`src/source/demux_macros.svh`:
```
`ifndef DEMUX_MACROS_SVH
`define DEMUX_MACROS_SVH

// number of downstream master ports
`define DEMUX_NUM_MST 4
// full AXI ID width
`define DEMUX_ID_WIDTH 4
// low ID bits used to index the in-flight counters
`define DEMUX_LOOK_BITS 2
// payload widths
`define DEMUX_ADDR_WIDTH 32
`define DEMUX_DATA_WIDTH 32
// burst length field, a burst carries len+1 beats
`define DEMUX_LEN_WIDTH 4
// in-flight counter width, full at all ones
`define DEMUX_CNT_WIDTH 3

`endif

```
`src/source/demux_pkg.sv`:
```
`default_nettype none

`include "demux_macros.svh"

package demux_pkg;

  // ------------------------------------------------
  // scalar types
  // ------------------------------------------------

  // complete AXI ID
  typedef logic [`DEMUX_ID_WIDTH-1:0] axi_id_t;
  // index into the in-flight counter bank
  typedef logic [`DEMUX_LOOK_BITS-1:0] look_id_t;
  // master port index
  typedef logic [$clog2(`DEMUX_NUM_MST)-1:0] mst_sel_t;
  // number of bursts in flight for one counter index
  typedef logic [`DEMUX_CNT_WIDTH-1:0] in_flight_t;

  typedef logic [`DEMUX_ADDR_WIDTH-1:0] addr_t;
  typedef logic [`DEMUX_DATA_WIDTH-1:0] data_t;
  typedef logic [`DEMUX_LEN_WIDTH-1:0] len_t;

  // ------------------------------------------------
  // channel payloads
  // ------------------------------------------------

  // read address request
  typedef struct packed {
    axi_id_t id;
    addr_t   addr;
    len_t    len;
  } ar_chan_t;

  // read data beat
  typedef struct packed {
    axi_id_t id;
    data_t   data;
    logic    last;
  } r_chan_t;

endpackage

`default_nettype wire

```
`src/source/ar_id_tracker.sv`:
```
`default_nettype none

`include "demux_macros.svh"

module ar_id_tracker
  import demux_pkg::*;
(
  input  wire logic     clk_i,
  input  wire logic     arst_n_i,
  // lookup for the AR waiting at the slave port
  input  wire look_id_t lookup_id_i,
  output mst_sel_t      lookup_sel_o,
  output logic          lookup_occupied_o,
  output logic          full_o,
  // AR accepted by a master port
  input  wire logic     push_i,
  input  wire look_id_t push_id_i,
  input  wire mst_sel_t push_sel_i,
  // last R beat handed upstream
  input  wire logic     pop_i,
  input  wire look_id_t pop_id_i
);

  // one counter per value of the low ID bits
  localparam int unsigned NUM_CNT = 2 ** `DEMUX_LOOK_BITS;

  mst_sel_t   [NUM_CNT-1:0] cnt_sel;
  logic       [NUM_CNT-1:0] occupied;
  logic       [NUM_CNT-1:0] cnt_full;

  // ------------------------------------------------
  // lookup
  // ------------------------------------------------

  // port the looked-up index is bound to, only meaningful while occupied
  assign lookup_sel_o      = cnt_sel[lookup_id_i];
  assign lookup_occupied_o = occupied[lookup_id_i];
  // any saturated counter blocks all new requests
  assign full_o            = |cnt_full;

  // ------------------------------------------------
  // counter bank
  // ------------------------------------------------

  for (genvar i = 0; i < NUM_CNT; i++) begin : gen_cnt
    logic       push_hit;
    logic       pop_hit;
    in_flight_t cnt_q;
    mst_sel_t   sel_q;

    assign push_hit = push_i && (push_id_i == look_id_t'(i));
    assign pop_hit  = pop_i && (pop_id_i == look_id_t'(i));

    // push and pop on the same index leave the count unchanged
    always_ff @(posedge clk_i or negedge arst_n_i) begin
      if (!arst_n_i) begin
        cnt_q <= '0;
      end else if (push_hit && !pop_hit) begin
        cnt_q <= cnt_q + in_flight_t'(1);
      end else if (pop_hit && !push_hit) begin
        cnt_q <= cnt_q - in_flight_t'(1);
      end
    end

    // port of the most recent request on this index
    always_ff @(posedge clk_i) begin
      if (push_hit) begin
        sel_q <= push_sel_i;
      end
    end

    assign cnt_sel[i]  = sel_q;
    assign occupied[i] = |cnt_q;
    // saturated at the all-ones value
    assign cnt_full[i] = &cnt_q;
  end

endmodule

`default_nettype wire

```
`src/source/ar_route_ctrl.sv`:
```
`default_nettype none

`include "demux_macros.svh"

module ar_route_ctrl
  import demux_pkg::*;
(
  // upstream AR
  input  wire ar_chan_t                  slv_ar_i,
  input  wire mst_sel_t                  slv_ar_sel_i,
  input  wire logic                      slv_ar_valid_i,
  output logic                           slv_ar_ready_o,
  // downstream AR, payload shared by all ports
  output ar_chan_t                       mst_ar_o,
  output logic     [`DEMUX_NUM_MST-1:0]  mst_ar_valid_o,
  input  wire logic [`DEMUX_NUM_MST-1:0] mst_ar_ready_i,
  // tracker interface
  output look_id_t                       lookup_id_o,
  input  wire mst_sel_t                  lookup_sel_i,
  input  wire logic                      lookup_occupied_i,
  input  wire logic                      full_i,
  output logic                           push_o,
  output mst_sel_t                       push_sel_o
);

  localparam int unsigned NUM_MST = `DEMUX_NUM_MST;

  logic id_free;
  logic admit;

  // ------------------------------------------------
  // admission
  // ------------------------------------------------

  // counter index comes from the low ID bits
  assign lookup_id_o = slv_ar_i.id[`DEMUX_LOOK_BITS-1:0];

  // idle ID or ID already bound to the requested port
  assign id_free = !lookup_occupied_i || (lookup_sel_i == slv_ar_sel_i);

  // stall conditions only relax while waiting, so valid never drops early
  assign admit = slv_ar_valid_i && !full_i && id_free;

  // ------------------------------------------------
  // valid/ready decode
  // ------------------------------------------------

  assign mst_ar_o = slv_ar_i;

  // valid goes to the selected port only
  always_comb begin
    mst_ar_valid_o = '0;
    for (int unsigned i = 0; i < NUM_MST; i++) begin
      mst_ar_valid_o[i] = admit && (slv_ar_sel_i == mst_sel_t'(i));
    end
  end

  // ready returns from the selected port
  assign slv_ar_ready_o = admit && mst_ar_ready_i[slv_ar_sel_i];

  // count the burst on the handshake
  assign push_o     = slv_ar_ready_o;
  assign push_sel_o = slv_ar_sel_i;

endmodule

`default_nettype wire

```
`src/source/r_rr_arbiter.sv`:
```
`default_nettype none

`include "demux_macros.svh"

module r_rr_arbiter
  import demux_pkg::*;
(
  input  wire logic                      clk_i,
  input  wire logic                      arst_n_i,
  // R streams from the master ports
  input  wire r_chan_t [`DEMUX_NUM_MST-1:0] mst_r_i,
  input  wire logic [`DEMUX_NUM_MST-1:0] mst_r_valid_i,
  output logic     [`DEMUX_NUM_MST-1:0]  mst_r_ready_o,
  // merged R stream upstream
  output r_chan_t                        slv_r_o,
  output logic                           slv_r_valid_o,
  input  wire logic                      slv_r_ready_i,
  // burst completion for the tracker
  output logic                           pop_o,
  output look_id_t                       pop_id_o
);

  localparam int unsigned NUM_MST = `DEMUX_NUM_MST;

  // round-robin pointer, highest priority port
  mst_sel_t rr_q;
  // grant held while the granted beat waits
  logic     lock_q;
  mst_sel_t lock_idx_q;

  mst_sel_t scan_idx;
  mst_sel_t pick_idx;
  logic     pick_found;
  mst_sel_t grant_idx;
  logic     r_hs;

  // ------------------------------------------------
  // port search
  // ------------------------------------------------

  // first valid port at or after the pointer, wrapping around
  always_comb begin
    pick_idx   = rr_q;
    pick_found = 1'b0;
    scan_idx   = rr_q;
    for (int unsigned k = 0; k < NUM_MST; k++) begin
      scan_idx = mst_sel_t'((rr_q + k) % NUM_MST);
      if (!pick_found && mst_r_valid_i[scan_idx]) begin
        pick_found = 1'b1;
        pick_idx   = scan_idx;
      end
    end
  end

  // locked grant wins over a fresh search
  assign grant_idx     = lock_q ? lock_idx_q : pick_idx;
  assign slv_r_valid_o = lock_q ? mst_r_valid_i[lock_idx_q] : pick_found;
  assign slv_r_o       = mst_r_i[grant_idx];

  assign r_hs = slv_r_valid_o && slv_r_ready_i;

  // ready only to the granted port, and only when upstream takes the beat
  always_comb begin
    mst_r_ready_o            = '0;
    mst_r_ready_o[grant_idx] = r_hs;
  end

  // ------------------------------------------------
  // pointer and lock-in
  // ------------------------------------------------

  always_ff @(posedge clk_i or negedge arst_n_i) begin
    if (!arst_n_i) begin
      rr_q       <= '0;
      lock_q     <= 1'b0;
      lock_idx_q <= '0;
    end else if (r_hs) begin
      // winner drops to lowest priority
      rr_q   <= mst_sel_t'((grant_idx + 1) % NUM_MST);
      lock_q <= 1'b0;
    end else if (slv_r_valid_o) begin
      // beat offered but not taken
      lock_q     <= 1'b1;
      lock_idx_q <= grant_idx;
    end
  end

  // burst done once its last beat leaves upstream
  assign pop_o    = r_hs && slv_r_o.last;
  assign pop_id_o = slv_r_o.id[`DEMUX_LOOK_BITS-1:0];

endmodule

`default_nettype wire

```
`src/source/read_demux_top.sv`:
```
`default_nettype none

`include "demux_macros.svh"

module read_demux_top
  import demux_pkg::*;
(
  input  wire logic                         clk_i,
  input  wire logic                         arst_n_i,
  // upstream port
  input  wire ar_chan_t                     slv_ar_i,
  input  wire mst_sel_t                     slv_ar_sel_i,
  input  wire logic                         slv_ar_valid_i,
  output logic                              slv_ar_ready_o,
  output r_chan_t                           slv_r_o,
  output logic                              slv_r_valid_o,
  input  wire logic                         slv_r_ready_i,
  // downstream ports
  output ar_chan_t                          mst_ar_o,
  output logic     [`DEMUX_NUM_MST-1:0]     mst_ar_valid_o,
  input  wire logic [`DEMUX_NUM_MST-1:0]    mst_ar_ready_i,
  input  wire r_chan_t [`DEMUX_NUM_MST-1:0] mst_r_i,
  input  wire logic [`DEMUX_NUM_MST-1:0]    mst_r_valid_i,
  output logic     [`DEMUX_NUM_MST-1:0]     mst_r_ready_o
);

  // tracker lookup
  look_id_t lookup_id;
  mst_sel_t lookup_sel;
  logic     lookup_occupied;
  logic     id_full;
  // tracker updates
  logic     ar_push;
  mst_sel_t ar_push_sel;
  logic     r_pop;
  look_id_t r_pop_id;

  // ------------------------------------------------
  // ID ordering
  // ------------------------------------------------

  // push index is the lookup index of the waiting AR
  ar_id_tracker i_tracker (
    .clk_i             ( clk_i           ),
    .arst_n_i          ( arst_n_i        ),
    .lookup_id_i       ( lookup_id       ),
    .lookup_sel_o      ( lookup_sel      ),
    .lookup_occupied_o ( lookup_occupied ),
    .full_o            ( id_full         ),
    .push_i            ( ar_push         ),
    .push_id_i         ( lookup_id       ),
    .push_sel_i        ( ar_push_sel     ),
    .pop_i             ( r_pop           ),
    .pop_id_i          ( r_pop_id        )
  );

  // ------------------------------------------------
  // AR routing
  // ------------------------------------------------

  ar_route_ctrl i_ar_route (
    .slv_ar_i          ( slv_ar_i        ),
    .slv_ar_sel_i      ( slv_ar_sel_i    ),
    .slv_ar_valid_i    ( slv_ar_valid_i  ),
    .slv_ar_ready_o    ( slv_ar_ready_o  ),
    .mst_ar_o          ( mst_ar_o        ),
    .mst_ar_valid_o    ( mst_ar_valid_o  ),
    .mst_ar_ready_i    ( mst_ar_ready_i  ),
    .lookup_id_o       ( lookup_id       ),
    .lookup_sel_i      ( lookup_sel      ),
    .lookup_occupied_i ( lookup_occupied ),
    .full_i            ( id_full         ),
    .push_o            ( ar_push         ),
    .push_sel_o        ( ar_push_sel     )
  );

  // ------------------------------------------------
  // R merge
  // ------------------------------------------------

  r_rr_arbiter i_r_arb (
    .clk_i         ( clk_i         ),
    .arst_n_i      ( arst_n_i      ),
    .mst_r_i       ( mst_r_i       ),
    .mst_r_valid_i ( mst_r_valid_i ),
    .mst_r_ready_o ( mst_r_ready_o ),
    .slv_r_o       ( slv_r_o       ),
    .slv_r_valid_o ( slv_r_valid_o ),
    .slv_r_ready_i ( slv_r_ready_i ),
    .pop_o         ( r_pop         ),
    .pop_id_o      ( r_pop_id      )
  );

endmodule

`default_nettype wire

```
`config.mk`:
```
export PLATFORM = sky130hd
export DESIGN_NAME = read_demux_top
export DESIGN_NICKNAME = d
export VERILOG_FILES = /design/src/source/demux_pkg.sv /design/src/source/ar_id_tracker.sv /design/src/source/ar_route_ctrl.sv /design/src/source/r_rr_arbiter.sv /design/src/source/read_demux_top.sv
export VERILOG_INCLUDE_DIRS = /design/src /design/src/source
export SDC_FILE = /design/constraint.sdc
export NUM_CORES = 1
export LEC_CHECK = 0
export BUFFER_PORTS_ARGS = -buffer_cell sky130_fd_sc_hd__buf_2
export CAP_MARGIN = 40
export CORE_AREA = 4 4 111 113
export CTS_CLUSTER_SIZE = 20
export DETAILED_ROUTE_END_ITERATION = 6
export DIE_AREA = 0 0 115 117
export PLACE_DENSITY = 0.64
export SLEW_MARGIN = 20
export SYNTH_ARGS = -nofsm -noshare
export SYNTH_HDL_FRONTEND = slang
export SYNTH_SLANG_ARGS = --single-unit
```
`constraint.sdc`:
```
create_clock -name clk_i -period 5.55 [get_ports clk_i]
set_input_delay 0.8325 -clock clk_i [delete_from_list [all_inputs] [get_ports clk_i]]
set_output_delay 0.8325 -clock clk_i [all_outputs]
set_load 0.02 [all_outputs]
```
== Yosys cells after proc, flatten, opt, wreduce, memory -nomap -nowiden ==
Cells that the tools add are included.

* Input port bits: 202
* Output and inout bits: 87
* Word-level logic and storage cells: 144
* Register bits: 25

* Magnitude comparators: 9
* Reductions and logical operators: 61
* Multiplexer cells: 39
* Bitwise gates (word level): 2
* Equal/unequal tests: 10
* Add/subtract/negate cells: 12

{| class="wikitable"
|+ Operator list
! cell !! count
|-
| $bmux 37 s2 || 1
|-
| $mux 37 || 1
|-
| $logic_and 1x1->1 || 29
|-
| $lt 2x3->1 const B || 8
|-
| $mux 3 || 8
|-
| $mux 1 || 15
|-
| $bmux 1 s2 || 7
|-
| $logic_not 1->1 || 13
|-
| $add 3x1->3 const B || 4
|-
| $eq 2x2->1 const B || 6
|-
| $reduce_and 3->1 || 4
|-
| $reduce_or 3->1 || 4
|-
| $sub 3x1->3 const B || 4
|-
| $mux 2 || 5
|-
| $reduce_bool 2->1 || 5
|-
| $eq 2x1->1 const B || 3
|-
| $logic_not 2->1 || 3
|-
| $add 2x1->2 const B || 2
|-
| $add 2x2->2 const B || 2
|-
| $and 4x4->4 || 1
|-
| $bmux 2 s2 || 1
|-
| $reduce_or 4->1 || 1
|-
| $demux 1 s2 || 1
|-
| $eq 2x2->1 || 1
|-
| other kinds (4) || 4
|}

== Depth between registers and ports, before layout ==
Gate-level depths: netlist of the first run.

* Depth after elaboration: 20
* Gate-level depth with buffers: 14
* Mapped depth without buffers: 12

== Modules after synthesis ==
Synthesis of the first run repeated with hierarchy kept, for this count alone.

* Cell total of the unflattened synthesis: 316
* Area total of the unflattened synthesis: 3319.4 um^2

{| class="wikitable"
|+ Modules (own cells, without submodules)
! module !! sequential area each (um^2) !! times used !! area each (um^2) !! cells each
|-
| r_rr_arbiter || 125.1 || 1 || 1844.3 || 186
|-
| ar_id_tracker || 540.5 || 1 || 1034.7 || 74
|-
| ar_route_ctrl || 0.0 || 1 || 440.4 || 56
|}

== Worst setup path after synthesis of the first run ==
No wires, ideal clock.

* Kind: input -> register
* From: input port mst_r_valid_i[0]
* To: register i_tracker.gen_cnt[2].cnt_q[2]
* Path buffers: 1
* Slack: 1.982 ns
* Cell stages on the path: 13
* Required time: 5.471 ns
* Setup time: 0.079 ns
* Arrival: 3.489 ns
* Cells stage by stage: nor2b_2 or3_1 buf_6 o21ai_0 nand3_1 a32oi_1 nand3b_1 ha_1 inv_1 fa_1 xor2_1 nor2_1 xor2_1

{| class="wikitable"
|+ RTL lines
! what !! line !! RTL
|-
| from (decl) || read_demux_top.sv:23 || <nowiki>input wire logic [`DEMUX_NUM_MST-1:0] mst_r_valid_i,</nowiki>
|-
| to (signal assigned) || ar_id_tracker.sv:59 || <nowiki>cnt_q <= cnt_q + in_flight_t'(1);</nowiki>
|-
| to (signal assigned) || ar_id_tracker.sv:61 || <nowiki>cnt_q <= cnt_q - in_flight_t'(1);</nowiki>
|-
| to (decl) || ar_id_tracker.sv:48 || <nowiki>in_flight_t cnt_q;</nowiki>
|}

==> results of run 1 <==
[registers in the layout, indices dropped and copies added (netlist names)]
name                     cells
i_r_arb.lock_idx_q           2
i_r_arb.lock_q               1
i_r_arb.rr_q                 2
i_tracker.gen_cnt.cnt_q     12
i_tracker.gen_cnt.sel_q      8
[through the flow]
| stage | std cells | instance area, µm² | utilization, % | total power [µW] |
|---|---|---|---|---|
| final | 635 | 4280 | 37.8 | 2510 |
| after global routing | 635 | 4280 | 37.8 | 2680 |
| after CTS | 635 | 4280 | 37.8 | 2530 |
| after detailed placement | 631 | 4200 | 37.1 | 2370 |
| after global placement | 630 | 4170 | 36.8 | 2290 |
| after floorplan | 328 | 3260 | - | 1830 |
[layer usage]
metal | track usage [%] | share of wire, % | vias up
met1 | 21.6 | 37 | 1500
met3 | 7.61 | 10 | 18
met2 | 31.9 | 51 | 145
li1 | - | - | 1496
met5 | 0 | 0.43 | -
met4 | 2.82 | 0.88 | 10
[placed cells by master (no fill, tap or decap), types with 2 or more instances in the layout]
cell type and n:
fa_1 4, mux4_1 2, nand3b_1 2, and3_1 7
nor2b_1 6, inv_1 7, nand2b_1 2, and3b_1 2
edfxtp_1 8, nor2_1 13, nand3_1 6, xor2_1 8
a32oi_1 3, a221oi_1 2, a21oi_1 3, buf_4 2
xnor2_1 6, a31oi_1 4, and2_1 2, or3b_1 2
ha_1 8, o211a_1 3, nor3_1 6, nand2_1 9
dfrtp_1 17, buf_2 212, mux2i_1 102, mux4_2 4
mux2_2 10, o21ai_0 5, clkbuf_16 3
[critical path, stage by stage]
cell     delay, ns
buf_2         0.13
nor2b_2       0.16
or3_1         0.49
o21a_4        0.27
nor2_4        0.32
buf_4         0.44
mux2i_1       0.16
mux2i_1       0.23
buf_2         0.21
[layout make-up]
| type | instances | area (µm²) | area share [%] |
|---|---|---|---|
| tap | 143 | 179 | 4.18 |
| timing repair buffer | 216 | 1120 | 26.3 |
| clock buffer | 3 | 75.1 | 1.76 |
| sequential | 25 | 666 | 15.6 |
| clock inverter | 1 | 5.00 | 0.117 |
| multi-input combinational | 240 | 2200 | 51.5 |
| inverter | 7 | 26.3 | 0.614 |
[report_power, final]
part	leakage, µW	total, µW	switching (µW)	internal (µW)
Sequential	0.000274	364	105	259
Combinational	0.00202	1980	1120	864
Clock	0.0000409	159	61.9	97.0
Total	0.00234	2510	1290	1220
[cell families (layout without fill, tap and decap cells)]
| group | count (synthesis) | count (layout) |
|---|---|---|
| AOI/OAI and AO/OA | 31 | 31 |
| xor gates and xnor gates | 14 | 14 |
| adders and majority gates | 12 | 12 |
| buffers and inverters | 63 | 227 |
| DFF | 25 | 25 |
| muxes | 118 | 118 |
| and+or+nand+nor | 65 | 65 |
[final timing paths]
check	end	slack, ns	depth (start not counted)	start
setup reg to reg	i_tracker.gen_cnt[0].cnt_q[1]$_DFFE_PN0P_	2.12	10	i_r_arb.rr_q[0]$_DFFE_PN0P_
hold / removal	i_tracker.gen_cnt[3].cnt_q[0]$_DFFE_PN0P_	0.49	1	arst_n_i
hold reg to reg	i_tracker.gen_cnt[3].cnt_q[2]$_DFFE_PN0P_	0.50	1	i_tracker.gen_cnt[3].cnt_q[2]$_DFFE_PN0P_
setup / recovery	slv_r_o[28]	1.47	9	mst_r_valid_i[0]
min in group clk_i	i_tracker.gen_cnt[3].cnt_q[2]$_DFFE_PN0P_	0.50	1	i_tracker.gen_cnt[3].cnt_q[2]$_DFFE_PN0P_
max in group asynchronous	i_tracker.gen_cnt[1].cnt_q[0]$_DFFE_PN0P_	4.78	1	arst_n_i
==> impl_metrics.csv, run 1 <==
group,metric,value,unit
yosys,ys.flop_type,"dfrtp_1",
floorplanning,start_util,28.8,%
yosys,synthTopCellsByCount,"mux2i_1 (102), buf_4 (42), dfrtp_1 (17), nor2_1 (13), buf_2 (11)",
place,gp_congestion,0.836,
setup_path,cp.required,4.72,ns
setup_path,start_kind,"input port",
final_layout,nets,707,
yosys,ys_types,50,
job,drv_cap,0,
clocking,cts_sinks,25,
global_route,grt_pass1_vias,3375,
timing,setup_viol,0,
timing,rsz0062_at_grt,"no",
routing,wl,12.9,mm
yosys,netlist.area_leader.share,31.3,%
timing,finalCriticalPeriod,4.08,ns
power,vdd_drop_max,368,µV
yosys,synth-simple-area-share,11.0,%
yosys,synth_compound_area_share,7.47,%
routing,antenna_left,0,
yosys,synth-async-reset-ratio,68.0,%
yosys,synthAdderAreaFrac,5.52,%
yosys,yosysWarnings,0,
timing,slew_violations,0,
setup_path,cp-end-kind,"primary output",
yosys,ys_seq_area_share,20.4,%
final_layout,n_antenna_cell,0,
timing,timing.final.ws_setup,1.47,ns
global_route,track_usage,18.3,%
timing,fin_setup_tns,0,ns
final_layout,drive_gt1_share,48.8,%
clocking,clkTransAtPathRegs,0.07,ns
final_layout,synthToLayoutAreaGrowth,31.0,%
global_route,grt_start_max_net_pins,41,
yosys,syn-num-nets,542,
yosys,ys_ff_latch,25,
yosys,synthCells,328,
yosys,yosysMostFrequentCell,"mux2i_1",
floorplanning,core-area,11300,µm²
place,dpl_worst_slack,1.43,ns
routing,drc_errors,0,
routing,wl_per_cell,20.3,µm
run_status,status,"finished clean",
yosys,synth_area,3260,µm²
place,hpwl,11.6,mm
clocking,cts.path.max_buffers,2,
yosys,synth.area.top_cells,"mux2i_1 (31%), dfrtp_1 (13%), buf_4 (9.7%)",
clocking,cts-root-buf,"clkbuf_16",
floorplanning,dieHeight,117,µm
yosys,synth_top_family_by_area,"multiplexers",
setup_path,worst-setup-path-type,"in -> out",
yosys,yosys.area.top_type,"mux2i_1",
floorplanning,io_pins,289,
clocking,worstSkewPairLatency,0.26,ns
power,p_leak,0.00234,µW
floorplanning,core.rowCount,39,
timing,skew,0.00590,ns
floorplanning,die_area,13500,µm²
routing,drt_iter0_markers,81,
timing,fin_hold_ws,0.488,ns
final_layout,fillers,1137,
setup_path,cp_data_arrival_time,3.25,ns
global_route,antenna_found_initial,5,
clocking,cts_tree,"yes",
clocking,postCtsSetupBuffers,0,
place,io_buffers,212,
clocking,holdBufCountCts,0,
setup_path,critPathMaxFanout,25,
floorplanning,die_w,115,µm
timing,tightest_slew,0.624,ns
routing,viasPerCell,4.99,
yosys,syn_area_per_cell,9.95,µm²
min_path,hp-class,"in -> async",
timing,min_period_over_period,73.6,%
yosys,synthXorXnorAreaFrac,3.76,%
yosys,synth_mux_area_share,39.1,%
clocking,cts_resized,0,
routing,drt_first_pass_iters,4,
power,p_per_area,586,nW/µm²
timing,hold_viol,0,
timing,slew_headroom,58.3,%
clocking,htree_levels,1,
global_route,grt_pass1_wl,18.7,mm
routing,vias,3169,
yosys,synth_edf_count,8,
timing,max_freq,245,MHz
global_route,grt.overflow.total,0,
clocking,cts_buffers,3,
Power figures use the tool's default switching activity.
==> run 2, diff against run 1 <==
- PLACE_DENSITY: 0.64 -> 0.67
- clock period: 5.55 -> 3.7 ns (I/O delays scaled with it)
==> impl_metrics.csv, run 2 (same netlist as run 1, synthesis figures left out) <==
group,metric,value,unit
run_status,status,"finished clean",
timing,slew_violations,0,
clocking,holdBufCountCts,0,
final_layout,layout_common_cells,"buf_2 (212), mux2i_1 (102), dfrtp_1 (17)",
setup_path,critPathMaxFanout,9,
setup_path,cp-end-kind,"flop",
routing,vias,3182,
timing,hold_viol,0,
place,hpwl,10.1,mm
clocking,cts_sinks,25,
place,io_buffers,212,
place,gp_congestion,0.813,
clocking,postCtsSetupBuffers,0,
place,dpl_worst_slack,0.122,ns
power,p_int,1830,µW
floorplanning,die_w,115,µm
routing,drt_first_pass_iters,4,
routing,antenna_left,0,
global_route,antenna_found_initial,4,
clocking,cts.path.max_buffers,2,
final_layout,reg_top3,"i_tracker.gen_cnt.cnt_q: 12 flops, i_tracker.gen_cnt.sel_q: 8 flops",
timing,slew_headroom,61.9,%
timing,rsz0062_at_grt,"no",
final_layout,nets,709,
power,p_sw,1920,µW
power,vdd_drop_max,506,µV
power,p_leak,0.00235,µW
timing,tightest_slew,0.571,ns
floorplanning,core.rowCount,39,
clocking,clkTransAtPathRegs,0.06,ns
timing,setup_viol,0,
setup_path,cp.required,3.85,ns
timing,finalCriticalPeriod,3.34,ns
routing,drt_iter0_markers,111,
setup_path,r2r_slack,0.36,ns
job,drv_cap,0,
routing,wl,11.6,mm
timing,timing.final.ws_setup,0.364,ns
power,p_per_area,876,nW/µm²
final_layout,top_register,"i_tracker.gen_cnt.cnt_q",
final_layout,layout_commonest_cell,"buf_2",
timing,fin_hold_ws,0.214,ns
global_route,grt.overflow.total,0,
floorplanning,die_area,13500,µm²
clocking,cts_buffers,3,
routing,viasPerCell,4.99,
clocking,cts_resized,0,
floorplanning,io_pins,289,
global_route,track_usage,15.9,%
clocking,cts_tree,"yes",
final_layout,synthToLayoutAreaGrowth,31.3,%
clocking,cts-root-buf,"clkbuf_16",
setup_path,worst-setup-path-type,"reg -> reg",
setup_path,cp_data_arrival_time,3.49,ns
global_route,grt_pass1_vias,3241,
setup_path,start_kind,"flop",
power,p_comb_share,79.1,%
clocking,worstSkewPairLatency,0.26,ns
final_layout,largest_reg_flops,12,
timing,fin_setup_tns,0,ns
final_layout,drive_gt1_share,49.0,%
power,swShare,51.2,%
setup_path,cp-startpoint,"i_r_arb.rr_q[0]$_DFFE_PN0P_",
timing,skew,0.00370,ns
clocking,htree_levels,1,
floorplanning,start_util,28.8,%
timing,min_period_over_period,90.2,%
power,pwr-share-clk,6.4,%
routing,drc_errors,0,
global_route,grt_pass1_wl,16.8,mm
timing,max_freq,300,MHz
floorplanning,dieHeight,117,µm
floorplanning,core-area,11300,µm²
setup_path,rr_startpoint,"i_r_arb.rr_q[0]$_DFFE_PN0P_",
routing,wl_per_cell,18.1,µm
power,power.sequential.fraction,14.5,%
global_route,grt_start_max_net_pins,37,
min_path,hp-class,"in -> async",
run 2: cell type report:
type	instances	area (µm²)
timing repair buffer	218	1130
fill	1142	7030
sequential	25	666
clock inverter	1	5.00
clock buffer	3	75.1
tap	143	179
antenna	1	2.50
inverter	7	26.3
multi-input combinational	240	2200
run 2: worst max-delay path, cell delays in order, from the launching register on:
cell and delay (ns):
dfrtp_1 0.51, or3b_1 0.39, a21oi_1 0.25, a32oi_4 0.20, a221oi_1 0.33, a32oi_1 0.20, or3b_1 0.40, ha_1 0.21
inv_1 0.07, fa_1 0.40, mux2_2 0.26
run 2: stage by stage:
step           total power, µW  area (µm²)  instances  utilization, %
4_1_cts                   3790        4280        637            37.8
3_5_place_dp              3540        4200        633            37.1
6_report                  3750        4290        638            37.9
5_1_grt                   4020        4290        638            37.9
3_3_place_gp              3470        4200        633            37.1
2_1_floorplan             2740        3260        328               -
run 2: worst paths after layout:
check | cells past startpoint | to
max reg2reg | 10 | i_tracker.gen_cnt[0].cnt_q[1]$_DFFE_PN0P_
max | 10 | i_tracker.gen_cnt[0].cnt_q[1]$_DFFE_PN0P_
max in group asynchronous | 1 | i_tracker.gen_cnt[3].cnt_q[2]$_DFFE_PN0P_
min | 1 | i_tracker.gen_cnt[0].cnt_q[2]$_DFFE_PN0P_
min reg2reg | 1 | i_tracker.gen_cnt[1].cnt_q[2]$_DFFE_PN0P_
min in group clk_i | 1 | i_tracker.gen_cnt[1].cnt_q[2]$_DFFE_PN0P_
run 2: metal layers:
| layer | vias up | routed length [µm] | track usage [%] |
|---|---|---|---|
| met5 | - | 41 | 0 |
| met4 | 6 | 113 | 2.90 |
| met3 | 12 | 1370 | 7.04 |
| met2 | 159 | 5660 | 27.8 |
| met1 | 1503 | 4400 | 18.2 |
| li1 | 1502 | - | - |
run 2: power groups by stage:
stage	Clock, µW	Combinational, µW	Sequential [µW]
after floorplan	0	2270	470
after global placement	0	2930	540
after detailed placement	0	2990	546
after CTS	250	3000	543
after global routing	262	3200	563
final	241	2970	545
==> run 3, diff against run 2 <==
- CTS_CLUSTER_SIZE: 20 -> unset
- RECOVER_POWER: unset -> 100
- SETUP_SLACK_MARGIN: unset -> 0.4
==> impl_metrics.csv, run 3 (same netlist as run 1, synthesis figures left out) <==
group,metric,value,unit
global_route,grt_pass1_vias,3253,
final_layout,layout_common_cells,"buf_2 (174), mux2i_1 (102), clkbuf_1 (39)",
final_layout,drive_gt1_share,42.1,%
timing,fin_setup_tns,0,ns
setup_path,critPathMaxFanout,36,
final_layout,regArea,668,µm²
setup_path,cp_cell_sequence,"nor2b_2, or3_4, o21a_1, nor2_4, clkbuf_4, inv_1, ha_1, and3_1, buf_2",
clocking,worstSkewPairLatency,0.26,ns
run_status,status,"finished clean",
setup_path,crit_buf_inv,3,
floorplanning,core.rowCount,39,
setup_path,cp.depth,9,
setup_path,critPathCapture,"mst_r_ready_o[1]",
timing,slew_violations,0,
setup_path,cp.required,3.14,ns
floorplanning,io_pins,289,
clocking,cts_sinks,25,
place,gp_congestion,0.813,
min_path,hp-class,"in -> async",
global_route,track_usage,15.9,%
floorplanning,dieHeight,117,µm
final_layout,layout_commonest_cell,"buf_2",
routing,antenna_left,0,
final_layout,multiInputGateArea,2230,µm²
timing,max_freq,292,MHz
setup_path,r2r_cells,10,
final_layout,reg_top3,"i_tracker.gen_cnt.cnt_q: 12 flops, i_tracker.gen_cnt.sel_q: 8 flops",
setup_path,cp_data_arrival_time,2.86,ns
floorplanning,start_util,28.8,%
final_layout,nets,709,
final_layout,fillers,1173,
routing,vias,3176,
timing,finalCriticalPeriod,3.42,ns
floorplanning,die_w,115,µm
setup_path,cp-startpoint,"i_r_arb.rr_q[0]$_DFFE_PN0P_",
place,place_area,4200,µm²
final_layout,largest_reg_flops,12,
setup_path,cp_top_family,"buffers and inverters",
final_layout,synthToLayoutAreaGrowth,29.8,%
routing,wl,11.7,mm
routing,drc_errors,0,
routing,drt_iter0_markers,94,
power,vdd_drop_max,492,µV
setup_path,cp-end-kind,"primary output",
final_layout,top_register,"i_tracker.gen_cnt.cnt_q",
routing,wl_per_cell,18.4,µm
clocking,cts_tree,"yes",
timing,setup_viol,0,
final_layout,fin_cells,638,
timing,timing.final.ws_setup,0.281,ns
floorplanning,core-area,11300,µm²
timing,tightest_slew,0.983,ns
clocking,clkTransAtPathRegs,0.06,ns
power,p_leak,0.00222,µW
routing,drt_first_pass_iters,6,
setup_path,slowest_stage,"clkbuf_4",
timing,skew,0.00369,ns
global_route,grt_pass1_wl,16.8,mm
timing,rsz0062_at_grt,"yes",
place,io_buffers,212,
setup_path,crit_path_max_incr_delay,0.54,ns
global_route,grt_start_max_net_pins,37,
place,dpl_worst_slack,0.122,ns
timing,hold_viol,0,
clocking,cts.path.max_buffers,2,
global_route,grt.overflow.total,0,
setup_path,worst-setup-path-type,"reg -> out",
global_route,antenna_found_initial,4,
floorplanning,die_area,13500,µm²
place,hpwl,10.1,mm
routing,viasPerCell,4.98,
place,dp_cells,633,
power,power,3680,µW
clocking,cts-root-buf,"clkbuf_16",
setup_path,start_kind,"flop",
setup_path,rr_startpoint,"i_r_arb.rr_q[0]$_DFFE_PN0P_",
clocking,htree_levels,1,
clocking,postCtsSetupBuffers,0,
setup_path,r2r_slack,0.37,ns
final_layout,layout.cell_area.non_filler,4240,µm²
timing,min_period_over_period,92.4,%
timing,slew_headroom,34.5,%
setup_path,regToRegEndpoint,"i_tracker.gen_cnt[0].cnt_q[1]$_DFFE_PN0P_",
power,p_per_area,868,nW/µm²
clocking,cts_buffers,3,
job,drv_cap,0,
[run 3: cell count changes in the layout (fill, tap and decap cells not counted), moves of 2 or more]
cell and delta:
and2_1 -2, buf_4 -2, and2_0 +2, clkbuf_1 +39, dfrtp_1 -2, clkbuf_4 +2, buf_2 -38, dfrtp_2 +2
buf_12 -2
[run 3: final cells by class]
class | count | share of cell area (%)
clock inverters | 1 | 0.118
flip-flops and latches | 25 | 15.8
diodes | 1 | 0.0590
inverters | 7 | 0.620
well taps | 143 | 4.22
multi-input cells | 240 | 52.6
repair buffers | 218 | 24.8
clock buffers | 3 | 1.77
[run 3: worst min-delay path by stage]
| stage | start | to | cells past startpoint |
|---|---|---|---|
| after floorplan | arst_n_i | i_r_arb.lock_idx_q[0]$_DFFE_PN0P_ | 0 |
| after global placement | i_tracker.gen_cnt[2].cnt_q[2]$_DFFE_PN0P_ | i_tracker.gen_cnt[2].cnt_q[2]$_DFFE_PN0P_ | 1 |
| after detailed placement | i_tracker.gen_cnt[1].cnt_q[2]$_DFFE_PN0P_ | i_tracker.gen_cnt[1].cnt_q[2]$_DFFE_PN0P_ | 1 |
| after CTS | arst_n_i | i_tracker.gen_cnt[2].cnt_q[2]$_DFFE_PN0P_ | 1 |
| after global routing | arst_n_i | i_tracker.gen_cnt[2].cnt_q[2]$_DFFE_PN0P_ | 1 |
| final | arst_n_i | i_tracker.gen_cnt[0].cnt_q[2]$_DFFE_PN0P_ | 1 |
[run 3: repair_timing]
item                       in CTS  in global routing
setup endpoints to repair       1                  7
hold buffers                    0                  0
gates resized for setup         2                 10
cloned                          0                  0
pin swaps                       0                  1
[run 3: power by group]
group | switching [µW] | total (µW) | internal (µW) | leakage, µW
clock | 97.1 | 243 | 146 | 0.0000409
sequential | 160 | 551 | 391 | 0.000272
combinational | 1690 | 2880 | 1200 | 0.00191
total | 1950 | 3680 | 1730 | 0.00222
[run 3: metal layers]
metal  up-vias  track usage, %  routed length [µm]  share of wire (%)
met4         6            2.90                 147                1.3
met2       164            27.9                5650                 48
met1      1490            18.2                4520                 39
met3        17            7.04                1350                 12
li1       1499               -                   -                  -
met5         -               0                  41               0.35
[run 3: per-stage QoR]
step           util [%]  hold slack (ns)
3_3_place_gp       37.1            0.477
3_5_place_dp       37.1            0.481
2_1_floorplan         -            0.259
6_report           37.4            0.428
4_1_cts            37.9            0.233
5_1_grt            37.4            0.506
